[config.mk]
export PLATFORM = sky130hd
export DESIGN_NAME = color_tracker_top
export DESIGN_NICKNAME = d
export VERILOG_FILES = /design/src/hdl/ctrk_pkg.sv /design/src/hdl/hsv_classifier.sv /design/src/hdl/pixel_position_counter.sv /design/src/hdl/target_accumulator.sv /design/src/hdl/track_ctrl_fsm.sv /design/src/hdl/apb_track_regs.sv /design/src/hdl/color_tracker_top.sv
export SDC_FILE = /design/constraint.sdc
export NUM_CORES = 1
export LEC_CHECK = 0
export BUFFER_PORTS_ARGS = -buffer_cell sky130_fd_sc_hd__buf_4
export CAP_MARGIN = 20
export CORE_MARGIN = 10
export CORE_UTILIZATION = 30
export DETAILED_ROUTE_END_ITERATION = 16
export PLACE_DENSITY = 0.63
export SYNTH_ARGS = -nofsm -noshare
export SYNTH_HDL_FRONTEND = slang
export SYNTH_HIERARCHICAL = 1
export SYNTH_SLANG_ARGS = --single-unit
export TNS_END_PERCENT = 30
[constraint.sdc]
create_clock -name clk -period 2.55 [get_ports clk]
set_input_delay 0 -clock clk [delete_from_list [all_inputs] [get_ports clk]]
set_output_delay 0 -clock clk [all_outputs]
set_load 0.02 [all_outputs]
[src/hdl/ctrk_pkg.sv]
// Color tracker shared definitions
// Enums, thresholds, frame geometry and APB register map
`default_nettype none

package ctrk_pkg;

    // ==============================
    // Types
    // ==============================
    typedef enum logic [1:0] {
        COLOR_RED   = 2'd0,
        COLOR_GREEN = 2'd1,
        COLOR_BLUE  = 2'd2            // Code 3 falls back to red
    } color_e;

    typedef enum logic [1:0] {
        ST_IDLE  = 2'd0,
        ST_ARMED = 2'd1,
        ST_TRACK = 2'd2,
        ST_DONE  = 2'd3
    } state_e;

    // ==============================
    // Geometry
    // ==============================
    localparam int PIX_W   = 8;       // Per H, S, V component
    localparam int FRAME_W = 16;
    localparam int FRAME_H = 8;
    localparam int COL_W   = 4;
    localparam int ROW_W   = 3;
    localparam int CNT_W   = 8;       // Up to 128 hits

    localparam logic [COL_W-1:0] COL_LAST = COL_W'(FRAME_W - 1);
    localparam logic [ROW_W-1:0] ROW_LAST = ROW_W'(FRAME_H - 1);

    // ==============================
    // Color windows, all inclusive
    // ==============================
    localparam logic [PIX_W-1:0] RED_H_LO_MAX = 8'd15;   // Red wraps through zero
    localparam logic [PIX_W-1:0] RED_H_HI_MIN = 8'd240;
    localparam logic [PIX_W-1:0] GREEN_H_MIN  = 8'd60;
    localparam logic [PIX_W-1:0] GREEN_H_MAX  = 8'd110;
    localparam logic [PIX_W-1:0] BLUE_H_MIN   = 8'd150;
    localparam logic [PIX_W-1:0] BLUE_H_MAX   = 8'd190;
    localparam logic [PIX_W-1:0] RED_S_MIN    = 8'd120;
    localparam logic [PIX_W-1:0] GREEN_S_MIN  = 8'd80;
    localparam logic [PIX_W-1:0] BLUE_S_MIN   = 8'd80;
    localparam logic [PIX_W-1:0] V_MIN        = 8'd70;   // Shared by all colors

    // Register map
    localparam logic [7:0] REG_CTRL   = 8'h00;   // start, color, irq_en
    localparam logic [7:0] REG_STATUS = 8'h04;   // busy, done (W1C)
    localparam logic [7:0] REG_COUNT  = 8'h08;
    localparam logic [7:0] REG_BBOX_X = 8'h0C;
    localparam logic [7:0] REG_BBOX_Y = 8'h10;

endpackage

`default_nettype wire

[src/hdl/hsv_classifier.sv]
// HSV color classifier
// Two-stage pipeline testing each pixel against the selected color window
`timescale 1ns/100ps
`default_nettype none

module hsv_classifier (
    input  wire logic                       clk,
    input  wire logic                       rst_n,
    input  wire logic                       pix_valid,
    input  wire logic                       pix_sof,
    input  wire logic [ctrk_pkg::PIX_W-1:0] pix_h,
    input  wire logic [ctrk_pkg::PIX_W-1:0] pix_s,
    input  wire logic [ctrk_pkg::PIX_W-1:0] pix_v,
    input  wire ctrk_pkg::color_e           color,
    output logic                            cls_valid,
    output logic                            cls_sof,
    output logic                            cls_hit
);

    logic h_ok, s_ok, v_ok;             // Stage one compare results
    logic valid_s1, sof_s1;
    logic h_s1, s_s1, v_s1;

    // Window select with red as the fallback
    always_comb begin
        case (color)
            ctrk_pkg::COLOR_GREEN: begin
                h_ok = (pix_h >= ctrk_pkg::GREEN_H_MIN) && (pix_h <= ctrk_pkg::GREEN_H_MAX);
                s_ok = pix_s >= ctrk_pkg::GREEN_S_MIN;
            end
            ctrk_pkg::COLOR_BLUE: begin
                h_ok = (pix_h >= ctrk_pkg::BLUE_H_MIN) && (pix_h <= ctrk_pkg::BLUE_H_MAX);
                s_ok = pix_s >= ctrk_pkg::BLUE_S_MIN;
            end
            default: begin
                // Two ranges around zero
                h_ok = (pix_h <= ctrk_pkg::RED_H_LO_MAX) || (pix_h >= ctrk_pkg::RED_H_HI_MIN);
                s_ok = pix_s >= ctrk_pkg::RED_S_MIN;
            end
        endcase
        v_ok = pix_v >= ctrk_pkg::V_MIN;
    end

    // ==============================
    // Stage one
    // ==============================
    always_ff @(posedge clk or negedge rst_n) begin
        if (!rst_n) begin
            valid_s1 <= 1'b0;
            sof_s1   <= 1'b0;
        end else begin
            valid_s1 <= pix_valid;
            sof_s1   <= pix_valid && pix_sof;   // sof only counts with a pixel
        end
    end

    always_ff @(posedge clk) begin
        h_s1 <= h_ok;
        s_s1 <= s_ok;
        v_s1 <= v_ok;
    end

    // ==============================
    // Stage two
    // ==============================
    always_ff @(posedge clk or negedge rst_n) begin
        if (!rst_n) begin
            cls_valid <= 1'b0;
            cls_sof   <= 1'b0;
            cls_hit   <= 1'b0;
        end else begin
            cls_valid <= valid_s1;
            cls_sof   <= sof_s1;
            cls_hit   <= valid_s1 && h_s1 && s_s1 && v_s1;  // Low in gaps
        end
    end

    // A hit traces back to a pixel above the value floor two edges earlier
    a_hit_value_floor: assert property (@(posedge clk) disable iff (!rst_n)
        cls_hit |-> ($past(pix_v, 2) >= ctrk_pkg::V_MIN));

endmodule

`default_nettype wire

[src/hdl/pixel_position_counter.sv]
// Raster position counter
// Column and row of each classified pixel, restarted by start-of-frame
`timescale 1ns/100ps
`default_nettype none

module pixel_position_counter (
    input  wire logic                       clk,
    input  wire logic                       rst_n,
    input  wire logic                       cls_valid,
    input  wire logic                       cls_sof,
    output logic [ctrk_pkg::COL_W-1:0]      col,
    output logic [ctrk_pkg::ROW_W-1:0]      row,
    output logic                            frame_last
);

    logic [ctrk_pkg::COL_W-1:0] col_q;  // Position of the next pixel
    logic [ctrk_pkg::ROW_W-1:0] row_q;
    logic                       col_end;

    // sof pixel always sits at 0,0
    assign col     = cls_sof ? '0 : col_q;
    assign row     = cls_sof ? '0 : row_q;
    assign col_end = (col == ctrk_pkg::COL_LAST);

    assign frame_last = cls_valid && col_end && (row == ctrk_pkg::ROW_LAST);

    always_ff @(posedge clk or negedge rst_n) begin
        if (!rst_n) begin
            col_q <= '0;
            row_q <= '0;
        end else if (cls_valid) begin
            if (col_end) begin
                col_q <= '0;
                row_q <= (row == ctrk_pkg::ROW_LAST) ? '0 : row + 1'b1;  // Wrap to row 0
            end else begin
                col_q <= col + 1'b1;
                row_q <= row;
            end
        end
    end

    // Next frame starts at the origin after the last pixel
    a_wrap_after_last: assert property (@(posedge clk) disable iff (!rst_n)
        frame_last |=> (col_q == '0) && (row_q == '0));

endmodule

`default_nettype wire

[src/hdl/target_accumulator.sv]
// Target statistics
// Hit count and bounding box of the hits in one frame
`timescale 1ns/100ps
`default_nettype none

module target_accumulator (
    input  wire logic                       clk,
    input  wire logic                       rst_n,
    input  wire logic                       acc_clear,
    input  wire logic                       acc_en,
    input  wire logic                       cls_hit,
    input  wire logic [ctrk_pkg::COL_W-1:0] col,
    input  wire logic [ctrk_pkg::ROW_W-1:0] row,
    output logic [ctrk_pkg::CNT_W-1:0]      hit_count,
    output logic [ctrk_pkg::COL_W-1:0]      min_col,
    output logic [ctrk_pkg::COL_W-1:0]      max_col,
    output logic [ctrk_pkg::ROW_W-1:0]      min_row,
    output logic [ctrk_pkg::ROW_W-1:0]      max_row
);

    logic any_hit;                      // Box holds at least one hit

    always_ff @(posedge clk or negedge rst_n) begin
        if (!rst_n) begin
            any_hit   <= 1'b0;
            hit_count <= '0;
            min_col   <= '0;
            max_col   <= '0;
            min_row   <= '0;
            max_row   <= '0;
        end else if (acc_en) begin
            if (acc_clear) begin
                // First pixel of the frame seeds the statistics
                any_hit   <= cls_hit;
                hit_count <= cls_hit ? ctrk_pkg::CNT_W'(1) : '0;
                min_col   <= cls_hit ? col : '0;  // Empty box is all zeros
                max_col   <= cls_hit ? col : '0;
                min_row   <= cls_hit ? row : '0;
                max_row   <= cls_hit ? row : '0;
            end else if (cls_hit) begin
                any_hit   <= 1'b1;
                hit_count <= hit_count + 1'b1;
                if (!any_hit) begin
                    min_col <= col;
                    max_col <= col;
                    min_row <= row;
                    max_row <= row;
                end else begin
                    // Widen the box
                    if (col < min_col) min_col <= col;
                    if (col > max_col) max_col <= col;
                    if (row < min_row) min_row <= row;
                    if (row > max_row) max_row <= row;
                end
            end
        end
    end

    // Box stays ordered once there is something in it
    a_box_order: assert property (@(posedge clk) disable iff (!rst_n)
        (hit_count != '0) |-> (min_col <= max_col) && (min_row <= max_row));

endmodule

`default_nettype wire

[src/hdl/track_ctrl_fsm.sv]
// Tracking control FSM
// Arms on start, tracks one frame from its sof pixel, then reports done
`timescale 1ns/100ps
`default_nettype none

module track_ctrl_fsm (
    input  wire logic clk,
    input  wire logic rst_n,
    input  wire logic start,
    input  wire logic cls_valid,
    input  wire logic cls_sof,
    input  wire logic frame_last,
    output logic      acc_clear,
    output logic      acc_en,
    output logic      done_set,
    output logic      busy
);

    ctrk_pkg::state_e state_q, state_d;

    // Accumulator steering
    assign acc_clear = (state_q == ctrk_pkg::ST_ARMED) && cls_valid && cls_sof;
    assign acc_en    = acc_clear || ((state_q == ctrk_pkg::ST_TRACK) && cls_valid);
    assign done_set  = (state_q == ctrk_pkg::ST_TRACK) && frame_last;
    assign busy      = (state_q == ctrk_pkg::ST_ARMED) || (state_q == ctrk_pkg::ST_TRACK);

    // ==============================
    // Next state
    // ==============================
    always_comb begin
        state_d = state_q;
        case (state_q)
            ctrk_pkg::ST_IDLE:  if (start) state_d = ctrk_pkg::ST_ARMED;
            ctrk_pkg::ST_ARMED: if (acc_clear) state_d = ctrk_pkg::ST_TRACK;
            ctrk_pkg::ST_TRACK: if (done_set) state_d = ctrk_pkg::ST_DONE;
            default:            state_d = ctrk_pkg::ST_IDLE;  // One cycle in done
        endcase
    end

    always_ff @(posedge clk or negedge rst_n) begin
        if (!rst_n) begin
            state_q <= ctrk_pkg::ST_IDLE;
        end else begin
            state_q <= state_d;
        end
    end

    // Only one done per tracked frame
    a_done_pulse: assert property (@(posedge clk) disable iff (!rst_n)
        done_set |=> !done_set);

endmodule

`default_nettype wire

[src/hdl/apb_track_regs.sv]
// APB register block for the color tracker
// Control, status and result registers, start pulse and interrupt
// Zero wait states, unmapped addresses read as zero
`timescale 1ns/100ps
`default_nettype none

module apb_track_regs (
    input  wire logic                       clk,
    input  wire logic                       rst_n,
    input  wire logic                       psel,
    input  wire logic                       penable,
    input  wire logic                       pwrite,
    input  wire logic [7:0]                 paddr,
    input  wire logic [31:0]                pwdata,
    output logic [31:0]                     prdata,
    output logic                            pready,
    output logic                            start,
    output ctrk_pkg::color_e                color,
    output logic                            irq,
    input  wire logic                       busy,
    input  wire logic                       done_set,
    input  wire logic [ctrk_pkg::CNT_W-1:0] hit_count,
    input  wire logic [ctrk_pkg::COL_W-1:0] min_col,
    input  wire logic [ctrk_pkg::COL_W-1:0] max_col,
    input  wire logic [ctrk_pkg::ROW_W-1:0] min_row,
    input  wire logic [ctrk_pkg::ROW_W-1:0] max_row
);

    logic irq_en;
    logic done;                         // Sticky until W1C or new start
    logic wr_en, wr_ctrl, wr_status, go;

    assign pready    = 1'b1;
    assign wr_en     = psel && penable && pwrite;  // End of access phase
    assign wr_ctrl   = wr_en && (paddr == ctrk_pkg::REG_CTRL);
    assign wr_status = wr_en && (paddr == ctrk_pkg::REG_STATUS);
    assign go        = wr_ctrl && pwdata[0] && !busy;  // Dropped while tracking

    assign irq = done && irq_en;

    // ==============================
    // Write side
    // ==============================
    always_ff @(posedge clk or negedge rst_n) begin
        if (!rst_n) begin
            color  <= ctrk_pkg::COLOR_RED;
            irq_en <= 1'b0;
            start  <= 1'b0;
            done   <= 1'b0;
        end else begin
            start <= go;                // One cycle wide
            if (wr_ctrl) begin
                color  <= ctrk_pkg::color_e'(pwdata[2:1]);
                irq_en <= pwdata[3];
            end
            if (done_set) begin
                done <= 1'b1;
            end else if (go || (wr_status && pwdata[1])) begin
                done <= 1'b0;
            end
        end
    end

    // Read mux, start bit reads back as zero
    always_comb begin
        prdata = '0;
        case (paddr)
            ctrk_pkg::REG_CTRL:   prdata[3:1] = {irq_en, color};
            ctrk_pkg::REG_STATUS: prdata[1:0] = {done, busy};
            ctrk_pkg::REG_COUNT:  prdata[ctrk_pkg::CNT_W-1:0] = hit_count;
            ctrk_pkg::REG_BBOX_X: prdata[11:0] = {max_col, 4'd0, min_col};
            ctrk_pkg::REG_BBOX_Y: prdata[10:0] = {max_row, 5'd0, min_row};
            default:              prdata = '0;
        endcase
    end

    a_penable_psel: assert property (@(posedge clk) disable iff (!rst_n)
        penable |-> psel);

endmodule

`default_nettype wire

[src/hdl/color_tracker_top.sv]
// Color tracker top level
// Classifier, position counter, accumulator, control FSM and APB registers
`timescale 1ns/100ps
`default_nettype none

module color_tracker_top (
    input  wire logic                       clk,
    input  wire logic                       rst_n,
    input  wire logic                       psel,
    input  wire logic                       penable,
    input  wire logic                       pwrite,
    input  wire logic [7:0]                 paddr,
    input  wire logic [31:0]                pwdata,
    output logic [31:0]                     prdata,
    output logic                            pready,
    input  wire logic                       pix_valid,
    input  wire logic                       pix_sof,
    input  wire logic [ctrk_pkg::PIX_W-1:0] pix_h,
    input  wire logic [ctrk_pkg::PIX_W-1:0] pix_s,
    input  wire logic [ctrk_pkg::PIX_W-1:0] pix_v,
    output logic                            irq
);

    // ==============================
    // Internal nets
    // ==============================
    ctrk_pkg::color_e           color;
    logic                       start, busy, done_set;
    logic                       cls_valid, cls_sof, cls_hit;
    logic [ctrk_pkg::COL_W-1:0] col, min_col, max_col;
    logic [ctrk_pkg::ROW_W-1:0] row, min_row, max_row;
    logic                       frame_last;
    logic                       acc_clear, acc_en;
    logic [ctrk_pkg::CNT_W-1:0] hit_count;

    hsv_classifier cls_i (
        .clk       (clk),
        .rst_n     (rst_n),
        .pix_valid (pix_valid),
        .pix_sof   (pix_sof),
        .pix_h     (pix_h),
        .pix_s     (pix_s),
        .pix_v     (pix_v),
        .color     (color),
        .cls_valid (cls_valid),
        .cls_sof   (cls_sof),
        .cls_hit   (cls_hit)
    );

    pixel_position_counter pos_i (
        .clk        (clk),
        .rst_n      (rst_n),
        .cls_valid  (cls_valid),
        .cls_sof    (cls_sof),
        .col        (col),
        .row        (row),
        .frame_last (frame_last)
    );

    target_accumulator acc_i (
        .clk       (clk),
        .rst_n     (rst_n),
        .acc_clear (acc_clear),
        .acc_en    (acc_en),
        .cls_hit   (cls_hit),
        .col       (col),
        .row       (row),
        .hit_count (hit_count),
        .min_col   (min_col),
        .max_col   (max_col),
        .min_row   (min_row),
        .max_row   (max_row)
    );

    track_ctrl_fsm fsm_i (
        .clk        (clk),
        .rst_n      (rst_n),
        .start      (start),
        .cls_valid  (cls_valid),
        .cls_sof    (cls_sof),
        .frame_last (frame_last),
        .acc_clear  (acc_clear),
        .acc_en     (acc_en),
        .done_set   (done_set),
        .busy       (busy)
    );

    apb_track_regs regs_i (
        .clk       (clk),
        .rst_n     (rst_n),
        .psel      (psel),
        .penable   (penable),
        .pwrite    (pwrite),
        .paddr     (paddr),
        .pwdata    (pwdata),
        .prdata    (prdata),
        .pready    (pready),
        .start     (start),
        .color     (color),
        .irq       (irq),
        .busy      (busy),
        .done_set  (done_set),
        .hit_count (hit_count),
        .min_col   (min_col),
        .max_col   (max_col),
        .min_row   (min_row),
        .max_row   (max_row)
    );

endmodule

`default_nettype wire

# Word level (Yosys, flattened, before mapping)

Cells that the tools add are included.

Memories kept: 0
Register bits: 45
Bits in latches: 0
RAM bits: 0
Logic and storage cells: 132
Memory bits (read-only): 0
Output and inout bits: 34
Bits of input ports: 71

Magnitude comparators: 13
Shifts and indexed selects: 0
Eq/ne operators: 17
$mul: 0
Add/subtract/negate cells: 3
Reduce and logical (&&, ||, !) cells: 36
Muxes and demuxes: 42
Divide/modulo/power cells: 0
Bitwise logic cells: 0

Operator list:

| cell                | count |
|---|---|
| $mux 4              | 12 |
| $mux 3              | 12 |
| $ge 8x7->1 const B  | 3 |
| $logic_and 1x1->1   | 20 |
| $eq 8x4->1 const B  | 2 |
| $ge 8x8->1 const B  | 2 |
| $mux 8              | 2 |
| $reduce_and 3->1    | 5 |
| $ne 3x2->1 const B  | 4 |
| $add 8x1->8 const B | 1 |
| $eq 8x3->1 const B  | 1 |
| $eq 8x5->1 const B  | 1 |
| $ge 8x6->1 const B  | 1 |
| $le 8x4->1 const B  | 1 |
| $le 8x7->1 const B  | 1 |
| $le 8x8->1 const B  | 1 |
| $logic_not 8->1     | 1 |
| $pmux 2 s4          | 1 |
| $mux 1              | 7 |
| $mux 2              | 3 |
| $pmux 2 s3          | 1 |
| $pmux 3 s2          | 1 |
| $pmux 1 s5          | 1 |
| $add 4x1->4 const B | 1 |
| other kinds (19)    | 26 |

# Logic depth before layout (Yosys ltp)

Gate-level depths: netlist (run 1).

Depth in word-level cells: 8
Mapped depth: 9
Gate-level depth less buffers: 8

# Cells and area by module

The synthesis (run 1) kept the hierarchy.

By module, submodules not included:

| module                 | seq. area each (um^2) | cells an instance | times used | area an instance (um^2) |
|---|---|---|---|---|
| target_accumulator     | 575.6                 | 131               | 1          | 1405.1 |
| apb_track_regs         | 125.1                 | 83                | 1          | 714.4 |
| pixel_position_counter | 175.2                 | 44                | 1          | 456.7 |
| hsv_classifier         | 185.2                 | 36                | 1          | 380.4 |
| track_ctrl_fsm         | 50.0                  | 17                | 1          | 162.7 |

# Worst setup path after synthesis (run 1)

No wires, ideal clock.

Kind: reg2reg
From: register cls_i.cls_sof
To: register fsm_i.state_q[1]
Cell stages (with the launch flop): 9
Path slack: 0.335 ns
Required time: 2.423 ns
Period minus slack after synthesis: 2.215 ns
Buffers on the path: 1
Setup time: 0.127 ns
Arrival: 2.088 ns
Cells stage by stage: dfrtp_1 > buf_6 > and2b_2 > ha_1 > nand4_4 > nor2_1 > inv_1 > a222oi_1 > mux2_1

Cells in the longest elaborated chain, start to end: 7
Elaborated cells on any way between the ends: 11
Those cells by class: 4 x eq/ne; 2 x mux; 5 x reduce/logical

Ends and longest elaborated chain:

| element                        | line                         | source |
|---|---|---|
| from (decl)                    | hsv_classifier.sv:16         | `output logic cls_sof,` |
| from (signal assigned)         | hsv_classifier.sv:73         | `cls_sof <= sof_s1;` |
| $mux 4                         | pixel_position_counter.sv:21 | `assign col = cls_sof ? '0 : col_q;` |
| net col, one bit               | color_tracker_top.sv:30      | `logic [ctrk_pkg::COL_W-1:0] col, min_col, max_col;` |
| $eq 4x4->1                     | pixel_position_counter.sv:23 | `assign col_end = (col == ctrk_pkg::COL_LAST);` |
| $logic_and 1x1->1 (2 in a row) | pixel_position_counter.sv:25 | `assign frame_last = cls_valid && col_end && (row == ctrk_pkg::ROW_LAST);` |
| net frame_last                 | color_tracker_top.sv:32      | `logic frame_last;` |
| $logic_and 1x1->1              | track_ctrl_fsm.sv:24         | `assign done_set = (state_q == ctrk_pkg::ST_TRACK) && frame_last;` |
| $ne 2x2->1 (no line)           | n/a                          |  |
| $reduce_and 3->1 (no line)     | n/a                          |  |
| to (signal assigned)           | track_ctrl_fsm.sv:42         | `state_q <= ctrk_pkg::ST_IDLE;` |
| to (signal assigned)           | track_ctrl_fsm.sv:44         | `state_q <= state_d;` |
| to (decl)                      | track_ctrl_fsm.sv:19         | `ctrk_pkg::state_e state_q, state_d;` |

The timed path passes the listed nets, and every way through them passes these cells.
A chain may end at the register's enable or synchronous reset.

# Worst setup path in the final report (run 1)

Same ends and word-level chain as after synthesis.

==> reports/metrics.cfg, run 1 <==
[critical_path]
crit_fanout = 9
crit_arrival_ns = 2.56
cp-end-kind = flop
worst_ep_required_time_ns = 2.73
setup.worst_path.class = flop to flop
start_kind = flop

[routing]
first_pass_iters = 4
postRouteAntennaNets = 0
drtIter0Drc = 116
vias = 2396
route.detailed.drc = 0
drt_wl_total_mm = 7.466
wire_per_inst_um = 14.64
vias_per_cell = 4.698

[power_and_ir_drop]
power_uw = 2268
seqPwrFrac_pct = 42.1
p_switching_uw = 822.1
p_int_uw = 1445
clockPowerShare_pct = 19.6
switching_share_pct = 36.25
p_leak_uw = 0.001724
combPwrFrac_pct = 38.4
vdd_drop_max_mv = 0.2257
p_per_area_nw_per_um2 = 605.3

[place]
gp_congestion = 0.7947
numPortBuffers = 51
dp_hpwl_mm = 5.785

[grt]
overflow = 0
antenna_found_initial = 0
grt_max_degree = 43
grt_usage_pct = 10.35
grt_pass1_wl_mm = 12.72
grt_pass1_vias = 2614

[logic_synthesis]
synth-seq-area-share_pct = 35.62
synthMuxAreaShare_pct = 11.11
ys_warn_count = 6
syn_avg_cell_area_sq_um = 10.03
synth_cells = 311
netlist_top_cells_area = dfrtp_1, ha_1, buf_4
synth_top_family_by_area = simple AND/OR/NAND/NOR gates
yosys_register_bits = 45
ys.flop_type = dfrtp_1
async_reset_ff_share_pct = 93.33
synth.distinct_cells = 67
yosysTopAreaCellShare_pct = 33.69
synth_compound_area_share_pct = 13.96
synth-edff-count = 0
synthXorXnorAreaFrac_pct = 1.123
synth_fa_ha_area_share_pct = 8.424
yosys.area.top_type = dfrtp_1
yosys.area_share.simple_pct = 19.90
yosysMostFrequentCell = dfrtp_1
syn_area_sq_um = 3119
synthTopCellsByCount = dfrtp_1, inv_1, buf_4

[timing]
fmax_mhz = 420.8
hold_viol = 0
worst_pin_slew_ns = 0.6157
finalCritPeriodShare_pct = 93.18
setup_violations = 0
finalCriticalPeriod_ns = 2.376
finalClockSkew_ns = 0.01294
rsz0062_at_grt = false
slew_violations = 0
max-slew-margin-rel_pct = 58.80
finalSetupTns_ns = 0

[clock_network]
cts_sinks = 45
cts-root-buf = clkbuf_8
cts_tree = built
cts_buffers = 5
path_clk_slew_ns = 0.07
clk_latency_ns = 0.31
htree_levels = 2
clk_path_buf_depth = 2
cts_setup_buffers = 0

[layout]
fill_cells = 1000
drive_above_1_share_pct = 27.01
area_growth_pct = 20.10
n_antenna_cell = 0
nets = 465

[hold_path]
min_path_type = input pin to flop

[status]
outcome = completed

[floorplanning]
coreArea_sq_um = 10230
rows = 37
start_util_pct = 30.49
fp.dieH_um = 122.0
ios = 105
dieArea_sq_um = 14880
die_w_um = 122.0

[run]
cap_viol_max_count = 0

==> sequential cells by signal, summed over array words and instances (netlist names), 2 cells and up <==
| signal | flops |
|---|---|
| regs_i/color | 2 |
| fsm_i/state_q | 2 |
| pos_i/col_q | 4 |
| acc_i/min_col | 4 |
| acc_i/max_row | 3 |
| acc_i/max_col | 4 |
| pos_i/row_q | 3 |
| acc_i/hit_count | 8 |
| acc_i/min_row | 3 |
==> cell families (layout without fill, tap and decap cells) <==
logic type      Yosys count  in the layout
simple gates             98             98
compound gates           58             58
buf+inv                  53             97
flops                    45             45
mux                      30             30
fa+ha+maj                21             21
xor+xnor                  4              4
other cells               2             21
==> layer usage <==
metal  track usage, %  routed length [um]  up-vias
met2            15.88                3276       81
met1            13.75                3536     1131
met5                0                   0        -
met3            3.330                 592        8
met4            2.534                  61        0
li1                 -                   -     1176
==> worst max-delay path, cell delays in order, from the launching register on <==
cell and delay [ns]:
dfrtp_1 0.47, and2b_2 0.29, ha_1 0.28, nand4_4 0.17, nor2_1 0.16, inv_1 0.06, a222oi_1 0.47, mux2_1 0.37
==> worst paths after layout <==
| check | from | endpoint | slack (ns) | cells after the start |
|---|---|---|---|---|
| worst max-delay path | cls_i/cls_sof | fsm_i/state_q[1] | 0.17 | 7 |
| worst min-delay path | pix_h[7] | cls_i/h_s1 | 0.04 | 3 |
| worst max register to register | cls_i/cls_sof | fsm_i/state_q[1] | 0.17 | 7 |
| worst min register to register | cls_i/sof_s1 | cls_i/cls_sof | 0.35 | 0 |
| max in group asynchronous | rst_n | regs_i/start | 1.94 | 2 |
| min in group asynchronous | rst_n | pos_i/col_q[2] | 0.22 | 2 |
==> power by group through the flow <==
stage,combinational [uW],clock [uW],sequential [uW]
floorplan,683,0,928
finish,870,444,954
global placement,817,0,960
detailed placement,853,0,968
CTS,871,459,953
global route,980,486,974
==> area by class of cell <==
cell class	instances	area, sq um	share of cell area (%)
multi-input cells	232	1779	47.50
inverters	24	90.09	2.405
flip-flops and latches	45	1111	29.66
repair buffers	65	515.5	13.76
clock buffers	8	80.08	2.138
well taps	136	170.2	4.542
==> cell usage in the layout, fill, tap and decap left out, types with 6 or more instances in the layout <==
cell / n
and2_1: 14
dfrtp_1: 42
mux2_1: 8
buf_4: 54
conb_1: 21
nor2_1: 13
mux2_2: 13
nand2_1: 21
a21oi_1: 16
inv_1: 24
and2b_2: 6
o21ai_0: 6
nand3_1: 7
dlygate4sd3_1: 11
ha_1: 21
==> through the flow <==
| stage | setup slack [ns] | utilization (%) | hold WS [ns] | instance area [sq um] | std cells |
|---|---|---|---|---|---|
| after floorplan | 0.3348 | - | -0.2956 | 3191 | 330 |
| after global placement | 0.2309 | 34.76 | 0.03335 | 3556 | 491 |
| after detailed placement | 0.1631 | 34.76 | 0.04356 | 3556 | 491 |
| after CTS | 0.1504 | 36.61 | 0.03706 | 3746 | 510 |
| after global routing | 0.007249 | 36.61 | 0.05753 | 3746 | 510 |
| final | 0.1738 | 36.61 | 0.04406 | 3746 | 510 |
==> what timing repair did <==
| item | in CTS | in global routing |
|---|---|---|
| resized for setup | 0 | 0 |
| hold endpoints to repair | 50 | 0 |
| hold buffers | 11 | 0 |
Note: power is estimated with default switching activity, not from simulation.
==> inputs of run 2 (changes only) <==
--- a/config.mk
+++ b/config.mk
@@ -10,9 +10,9 @@
 export CORE_MARGIN = 10
 export CORE_UTILIZATION = 30
 export DETAILED_ROUTE_END_ITERATION = 16
-export PLACE_DENSITY = 0.63
+export PLACE_DENSITY = 0.64
+export SETUP_SLACK_MARGIN = 0.3
 export SYNTH_ARGS = -nofsm -noshare
 export SYNTH_HDL_FRONTEND = slang
-export SYNTH_HIERARCHICAL = 1
 export SYNTH_SLANG_ARGS = --single-unit
 export TNS_END_PERCENT = 30
==> run 2 against run 1 <==
  * Die area down 3.5%
  * Flip-flop and latch count unchanged
  * Wire length down 1.8%
  * Critical endpoint is now acc_i.max_row[0]
  * Highest routed layer unchanged
  * Setup slack improved by 0.22 ns
  * Non-clock buffer count is 3 higher
  * First-iteration DRC count rose by 16%
  * Area after synthesis is 4.2% lower
  * Power rose by 12%
  * Largest power group unchanged
  * Core utilization is 1.3 points higher
  * Global-route usage shrank 0.32 points
  * Cell area fell by 1.4%
  * Critical path type unchanged
==> reports/metrics.cfg, run 2 <==
[status]
outcome = completed

[routing]
postRouteAntennaNets = 0  ; unchanged
drtIter0Drc = 134  ; +16%
drt-met1-wl_mm = 3.311  ; -6.4%
dr_wl_met2_mm = 3.499  ; +6.8%
wire_per_inst_um = 13.76  ; -6.0%
highest_layer = met4
met3WireLength_um = 447  ; -24%
vias_per_cell = 4.857  ; +3.4%
first_pass_iters = 4  ; unchanged
route.detailed.drc = 0  ; unchanged
vias = 2589  ; +8.1%
drt_wl_total_mm = 7.335  ; -1.8%

[timing]
hold_viol = 0  ; unchanged
finalCritPeriodShare_pct = 84.68  ; -8.5 points
finalCriticalPeriod_ns = 2.159  ; -0.2169 ns
setup_violations = 0  ; unchanged
finalSetupTns_ns = 0  ; unchanged
finalClockSkew_ns = 0.009001  ; -0.003939 ns
rsz0062_at_grt = true
fmax_mhz = 463.1  ; +10%
slew_violations = 0  ; unchanged
worst_pin_slew_ns = 0.5451  ; -0.07061 ns
max-slew-margin-rel_pct = 63.66  ; +4.9 points
setup_ws_ns = 0.3907  ; +0.2169 ns

[power_and_ir_drop]
p_per_area_nw_per_um2 = 690.9  ; +14%
seqPwrFrac_pct = 39.5  ; -2.6 points
p_int_uw = 1623  ; +12%
combPwrFrac_pct = 38.5  ; about the same
vdd_drop_max_mv = 0.2771  ; +23%
p_leak_uw = 0.001701  ; -1.3%
p_switching_uw = 927.8  ; +13%
clockPowerShare_pct = 22.0  ; +2.4 points
switching_share_pct = 36.37  ; +0.12 points

[floorplanning]
rows = 36  ; -2.7%
start_util_pct = 30.72  ; +0.23 points
dieArea_sq_um = 14360  ; -3.5%
ios = 105  ; unchanged
coreArea_sq_um = 9729  ; -4.9%
die_w_um = 119.8  ; -1.8%
fp.dieH_um = 119.8  ; -1.8%

[clock_network]
htree_levels = 2  ; unchanged
clk_path_buf_depth = 2  ; unchanged
path_clk_slew_ns = 0.09  ; +0.02 ns
clk_latency_ns = 0.30  ; about the same
cts_sinks = 45  ; unchanged
cts_buffers = 5  ; unchanged
cts_tree = built
cts-root-buf = clkbuf_8

[critical_path]
worst_ep_required_time_ns = 2.73  ; about the same
r2r_slack_ns = 0.39  ; +0.22 ns
start_kind = flop
crit_path_frequent_cell = inv_1
slowest_delay_ns = 0.41  ; -0.06 ns
cp_cell_sequence = inv_1 -> nor2_4 -> inv_1 -> ha_1 -> nor2_1 -> maj3_2 -> a221o_1 -> nand2_2 -> mux2_4
crit_buf_inv = 2  ; +1
worstReg2RegEnd = acc_i.max_row[0]
setup.worst_path.class = flop to flop
crit_arrival_ns = 2.34  ; -0.22 ns
cp-end-kind = flop
crit_fanout = 4  ; -5
ff2ff_path_depth = 9  ; +2
critPathLaunch = pos_i.row_q[0]
rr_startpoint = pos_i.row_q[0]
path_delay_family = adder cells
slowest_stage = dfrtp_1

[logic_synthesis]
yosys.area.top_type = dfrtp_1
yosysTopAreaCellShare_pct = 35.16  ; +1.5 points
ys.flop_type = dfrtp_1
syn_avg_cell_area_sq_um = 8.923  ; -11%
synth-edff-count = 0  ; unchanged
yosysMostFrequentCell = dfrtp_1
synth_cells = 335  ; +7.7%
synth.distinct_cells = 57  ; -15%
ys_warn_count = 0  ; -6
netlist_top_cells_area = dfrtp_1, ha_1, buf_4
synthTopCellsByCount = dfrtp_1, nand2_1, nor2_1
yosys_register_bits = 45  ; unchanged
synth-seq-area-share_pct = 37.17  ; +1.6 points
async_reset_ff_share_pct = 93.33  ; unchanged
syn_area_sq_um = 2989  ; -4.2%

[place]
dp.cells = 511  ; +4.1%
gp_congestion = 0.8258  ; +3.9%
dp_hpwl_mm = 5.743  ; -0.72%
pre_cts_slack_ns = 0.2596  ; +0.09648 ns
numPortBuffers = 51  ; unchanged

[grt]
grt_pass1_wl_mm = 12.32  ; -3.1%
antenna_found_initial = 0  ; unchanged
grt_pass1_vias = 2572  ; -1.6%
grt_usage_pct = 10.03  ; -0.32 points
grt_max_degree = 43  ; unchanged
overflow = 0  ; unchanged

[layout]
area_growth_pct = 23.52
final_common_cell = buf_4
nets = 484  ; +4.1%
n_antenna_cell = 0  ; unchanged
largest_register_ffs = 8  ; unchanged
final_cells = 533  ; +4.5%
top_register = acc_i.hit_count
drive_above_1_share_pct = 21.75  ; -5.3 points
final_cell_mix = buf_4, dfrtp_1, nand2_1

[run]
cap_viol_max_count = 0  ; unchanged

[hold_path]
min_to = regs_i.done
min_from = paddr[3]
hold_depth = 3  ; unchanged
min_path_type = input pin to flop

## run 2: worst register-to-register path, cell delays in order, from the launching register on
cell,delay (ns)
dfrtp_1,0.41
inv_1,0.10
nor2_4,0.12
inv_1,0.05
ha_1,0.28
nor2_1,0.05
maj3_2,0.30
a221o_1,0.33
nand2_2,0.11
mux2_4,0.30
## run 2: layout make-up
class                           instances  area, sq um
Sequential cell                        45         1112
Multi-Input combinational cell        257         1677
Clock inverter                          1        30.03
Tap cell                              133        166.4
Inverter                               22        82.58
Clock buffer                            7        86.33
Fill cell                             997         6037
Timing Repair Buffer                   68        538.0
## run 2: layer usage
metal | GRT usage [%] | up-vias
li1 | - | 1273
met1 | 12.62 | 1224
met2 | 16.75 | 83
met3 | 2.579 | 9
met4 | 2.489 | 0
met5 | 0 | -
## run 2: power groups by stage
stage | registers, uW | logic, uW | clock network [uW]
floorplan | 961 | 762 | 0
global placement | 1010 | 916 | 0
detailed placement | 1020 | 942 | 0
CTS | 1010 | 961 | 573
global route | 1030 | 1110 | 609
finish | 1010 | 983 | 562
## run 2: cell families (layout without fill, tap and decap cells)
kind of cell	count (synthesis)	in the layout	share of synthesized area [%]
AO/OA/AOI/OAI	64	64	14.61
XOR/XNOR	5	5	1.465
adder cells (fa/ha/maj)	15	15	6.195
buffers and inverters	52	98	9.962
flip-flops	45	45	37.17
multiplexers	23	23	8.497
other	2	21	0.2512
AND/OR/NAND/NOR	129	129	21.85
## run 2: worst max path at each step
stage,depth (start not counted),to
after floorplan,10,acc_i.max_row[0]
after global placement,8,acc_i.min_col[0]
after detailed placement,8,acc_i.min_col[2]
after CTS,7,acc_i.min_col[2]
after global routing,9,acc_i.max_row[0]
final,9,acc_i.max_row[0]
## run 2: what timing repair did
action	4_1_cts	5_1_grt
endpoints found under the setup margin	8	13
gates cloned	0	0
buffers inserted	0	3
resized for setup	1	1
hold endpoints to repair	50	0
hold buffers	11	0
## run 2: stage by stage
step	hold slack (ns)	total power (uW)	utilization, %	area, sq um
6_report	0.03789	2551	37.95	3692
2_1_floorplan	-0.2956	1723	-	3083
3_3_place_gp	0.02967	1928	35.35	3440
4_1_cts	0.03685	2540	37.69	3667
3_5_place_dp	0.02719	1964	35.35	3440
5_1_grt	0.05665	2754	37.95	3692
==> inputs of run 3 (changes only) <==
==> constraint.sdc (replaced) <==
create_clock -name clk -period 2 [get_ports clk]
set_input_delay 0 -clock clk [delete_from_list [all_inputs] [get_ports clk]]
set_output_delay 0 -clock clk [all_outputs]
set_load 0.02 [all_outputs]
==> run 3 against run 2 <==
  * The flow now finishes with violations (negative setup slack)
  * Combinational power increased by 70%
  * Maximum frequency increased by 4.4%
  * Via count increased by 4.6%
  * Sequential power increased by 29%
  * Clock skew increased by 0.0057 ns
  * Setup slack got worse by 0.46 ns
  * Flip-flop and latch count unchanged
==> reports/metrics.cfg, run 3 (synthesized netlist as in run 2, its figures left out) <==
[status]
outcome = complete, but fails checks
violations = negative setup slack

[grt]
grt_max_degree = 43  ; unchanged
grt_pass1_vias = 2852  ; +11%
overflow = 0  ; unchanged
grt_pass1_wl_mm = 13.33  ; +8.2%
grt_usage_pct = 10.98  ; +0.95 points
antenna_found_initial = 0  ; unchanged

[timing]
hold_viol = 0  ; unchanged
max-slew-margin-rel_pct = 64.70  ; +1.0 points
worst_pin_slew_ns = 0.5295  ; -0.01557 ns
finalCritPeriodShare_pct = 103.4  ; +19 points
finalClockSkew_ns = 0.01466  ; +0.005656 ns
setup_ws_ns = -0.06786  ; -0.4585 ns
setup_violations = 8  ; +8
fmax_mhz = 483.6  ; +4.4%
finalHoldWorstSlack_ns = 0.01356  ; -0.02433 ns
finalCriticalPeriod_ns = 2.068  ; -0.09148 ns
rsz0062_at_grt = true
slew_violations = 0  ; unchanged

[routing]
first_pass_iters = 4  ; unchanged
vias = 2707  ; +4.6%
drt_wl_total_mm = 7.973  ; +8.7%
wire_per_inst_um = 14.26  ; +3.6%
route.detailed.drc = 0  ; unchanged
drtIter0Drc = 124  ; -7.5%
vias_per_cell = 4.843  ; -0.31%
postRouteAntennaNets = 0  ; unchanged

[power_and_ir_drop]
p_int_uw = 2222  ; +37%
power_uw = 3611  ; +42%
switching_share_pct = 38.45  ; +2.1 points
p_switching_uw = 1388  ; +50%
seqPwrFrac_pct = 35.9  ; -3.6 points
p_per_area_nw_per_um2 = 902.0  ; +31%
p_leak_uw = 0.001844  ; +8.4%
clockPowerShare_pct = 17.7  ; -4.3 points
vdd_drop_max_mv = 0.3271  ; +18%
combPwrFrac_pct = 46.3  ; +7.8 points

[layout]
drive_above_1_share_pct = 32.63  ; +11 points
nets = 510  ; +5.4%
top_register = acc_i.hit_count
final_util_pct = 41.14  ; +3.2 points
largest_register_ffs = 8  ; unchanged
n_antenna_cell = 0  ; unchanged
final_common_cell = buf_4
final_cell_mix = buf_4, dfrtp_1, nand2_1
final_area_sq_um = 4003  ; +8.4%
area_growth_pct = 33.91
fill_cells = 962  ; -3.5%

[hold_path]
min_path_type = input pin to flop
hold_depth = 4  ; +1
min_from = pix_s[4]
min_to = cls_i.s_s1

[critical_path]
crit_arrival_ns = 2.27  ; -0.07 ns
cp-end-kind = flop
crit_fanout = 5  ; +1
ff2ff_path_depth = 8  ; -1
rr_startpoint = cls_i.cls_sof
worst_ep_required_time_ns = 2.20  ; -0.53 ns
setup.worst_path.class = flop to flop
r2r_slack_ns = -0.07  ; -0.46 ns
start_kind = flop
worstReg2RegEnd = acc_i.max_row[0]

[place]
placed_cell_area_sq_um = 3620  ; +5.2%
pre_cts_slack_ns = -0.1162  ; -0.3758 ns
dp_hpwl_mm = 6.069  ; +5.7%
numPortBuffers = 51  ; unchanged
gp_congestion = 0.8383  ; +1.5%

[floorplanning]
coreArea_sq_um = 9729  ; unchanged
rows = 36  ; unchanged
ios = 105  ; unchanged
start_util_pct = 30.72  ; unchanged
die_w_um = 119.8  ; unchanged
fp.dieH_um = 119.8  ; unchanged
dieArea_sq_um = 14360  ; unchanged

[clock_network]
cts_tree = built
clk_path_buf_depth = 2  ; unchanged
path_clk_slew_ns = 0.10  ; about the same
clk_latency_ns = 0.32  ; +0.02 ns
cts_sinks = 45  ; unchanged
cts_buffers = 5  ; unchanged
htree_levels = 2  ; unchanged
cts-root-buf = clkbuf_8

[run]
cap_viol_max_count = 0  ; unchanged

-- run 3: power by group through the flow --
stage          sequential (uW)  combinational [uW]  clock, uW
2_1_floorplan             1230                 971          0
3_3_place_gp              1280                1370          0
3_5_place_dp              1280                1400          0
4_1_cts                   1280                1510        643
5_1_grt                   1330                1860        686
6_report                  1300                1670        640
-- run 3: per-layer routing --
| metal | track usage [%] | vias up | share of wire [%] |
|---|---|---|---|
| met1 | 13.01 | 1295 | 44 |
| li1 | - | 1318 | - |
| met2 | 18.33 | 83 | 48 |
| met5 | 0 | - | 0 |
| met3 | 3.891 | 11 | 6.8 |
| met4 | 3.167 | 0 | 1.4 |
-- run 3: area by class of cell --
cell class | count | area (sq um) | area share [%]
clock buffers | 6 | 82.58 | 2.063
clock inverters | 2 | 16.27 | 0.4064
inverters | 22 | 85.08 | 2.126
multi-input cells | 257 | 1798 | 44.92
flip-flops and latches | 45 | 1114 | 27.82
well taps | 133 | 166.4 | 4.158
repair buffers | 94 | 740.7 | 18.51
-- run 3: worst max-delay path by stage --
stage | start | endpoint | slack, ns | depth (start not counted)
3_5_place_dp | cls_i.cls_sof | acc_i.max_col[1] | -0.12 | 7
4_1_cts | cls_i.cls_sof | acc_i.max_row[0] | -0.07 | 8
3_3_place_gp | cls_i.cls_sof | acc_i.max_col[1] | -0.06 | 7
2_1_floorplan | cls_i.cls_sof | acc_i.max_row[0] | -0.21 | 10
5_1_grt | cls_i.cls_sof | acc_i.max_col[1] | -0.13 | 8
6_report | cls_i.cls_sof | acc_i.max_row[0] | -0.07 | 8
-- run 3: critical path: stages, from the launching register on --
cell and delay (ns):
dfrtp_2 0.48, nor2_4 0.11, inv_2 0.05, ha_4 0.26, nor2_2 0.03, maj3_2 0.29
a221o_1 0.31, nand2_2 0.11, mux2_4 0.31
-- run 3: repair_timing --
action,CTS,global route
resized for setup,16,19
setup buffers,4,1
gates cloned,0,0
endpoints found under the setup margin,20,24
pin swaps,15,11
hold buffers,11,0
endpoints found under the hold margin,50,0
-- run 3: stage by stage --
step / TNS [ns] / std cells
global placement: -0.1709 / 535
CTS: -0.2452 / 558
detailed placement: -0.6610 / 535
floorplan: -1.090 / 354
global route: -1.124 / 559
finish: -0.2789 / 559
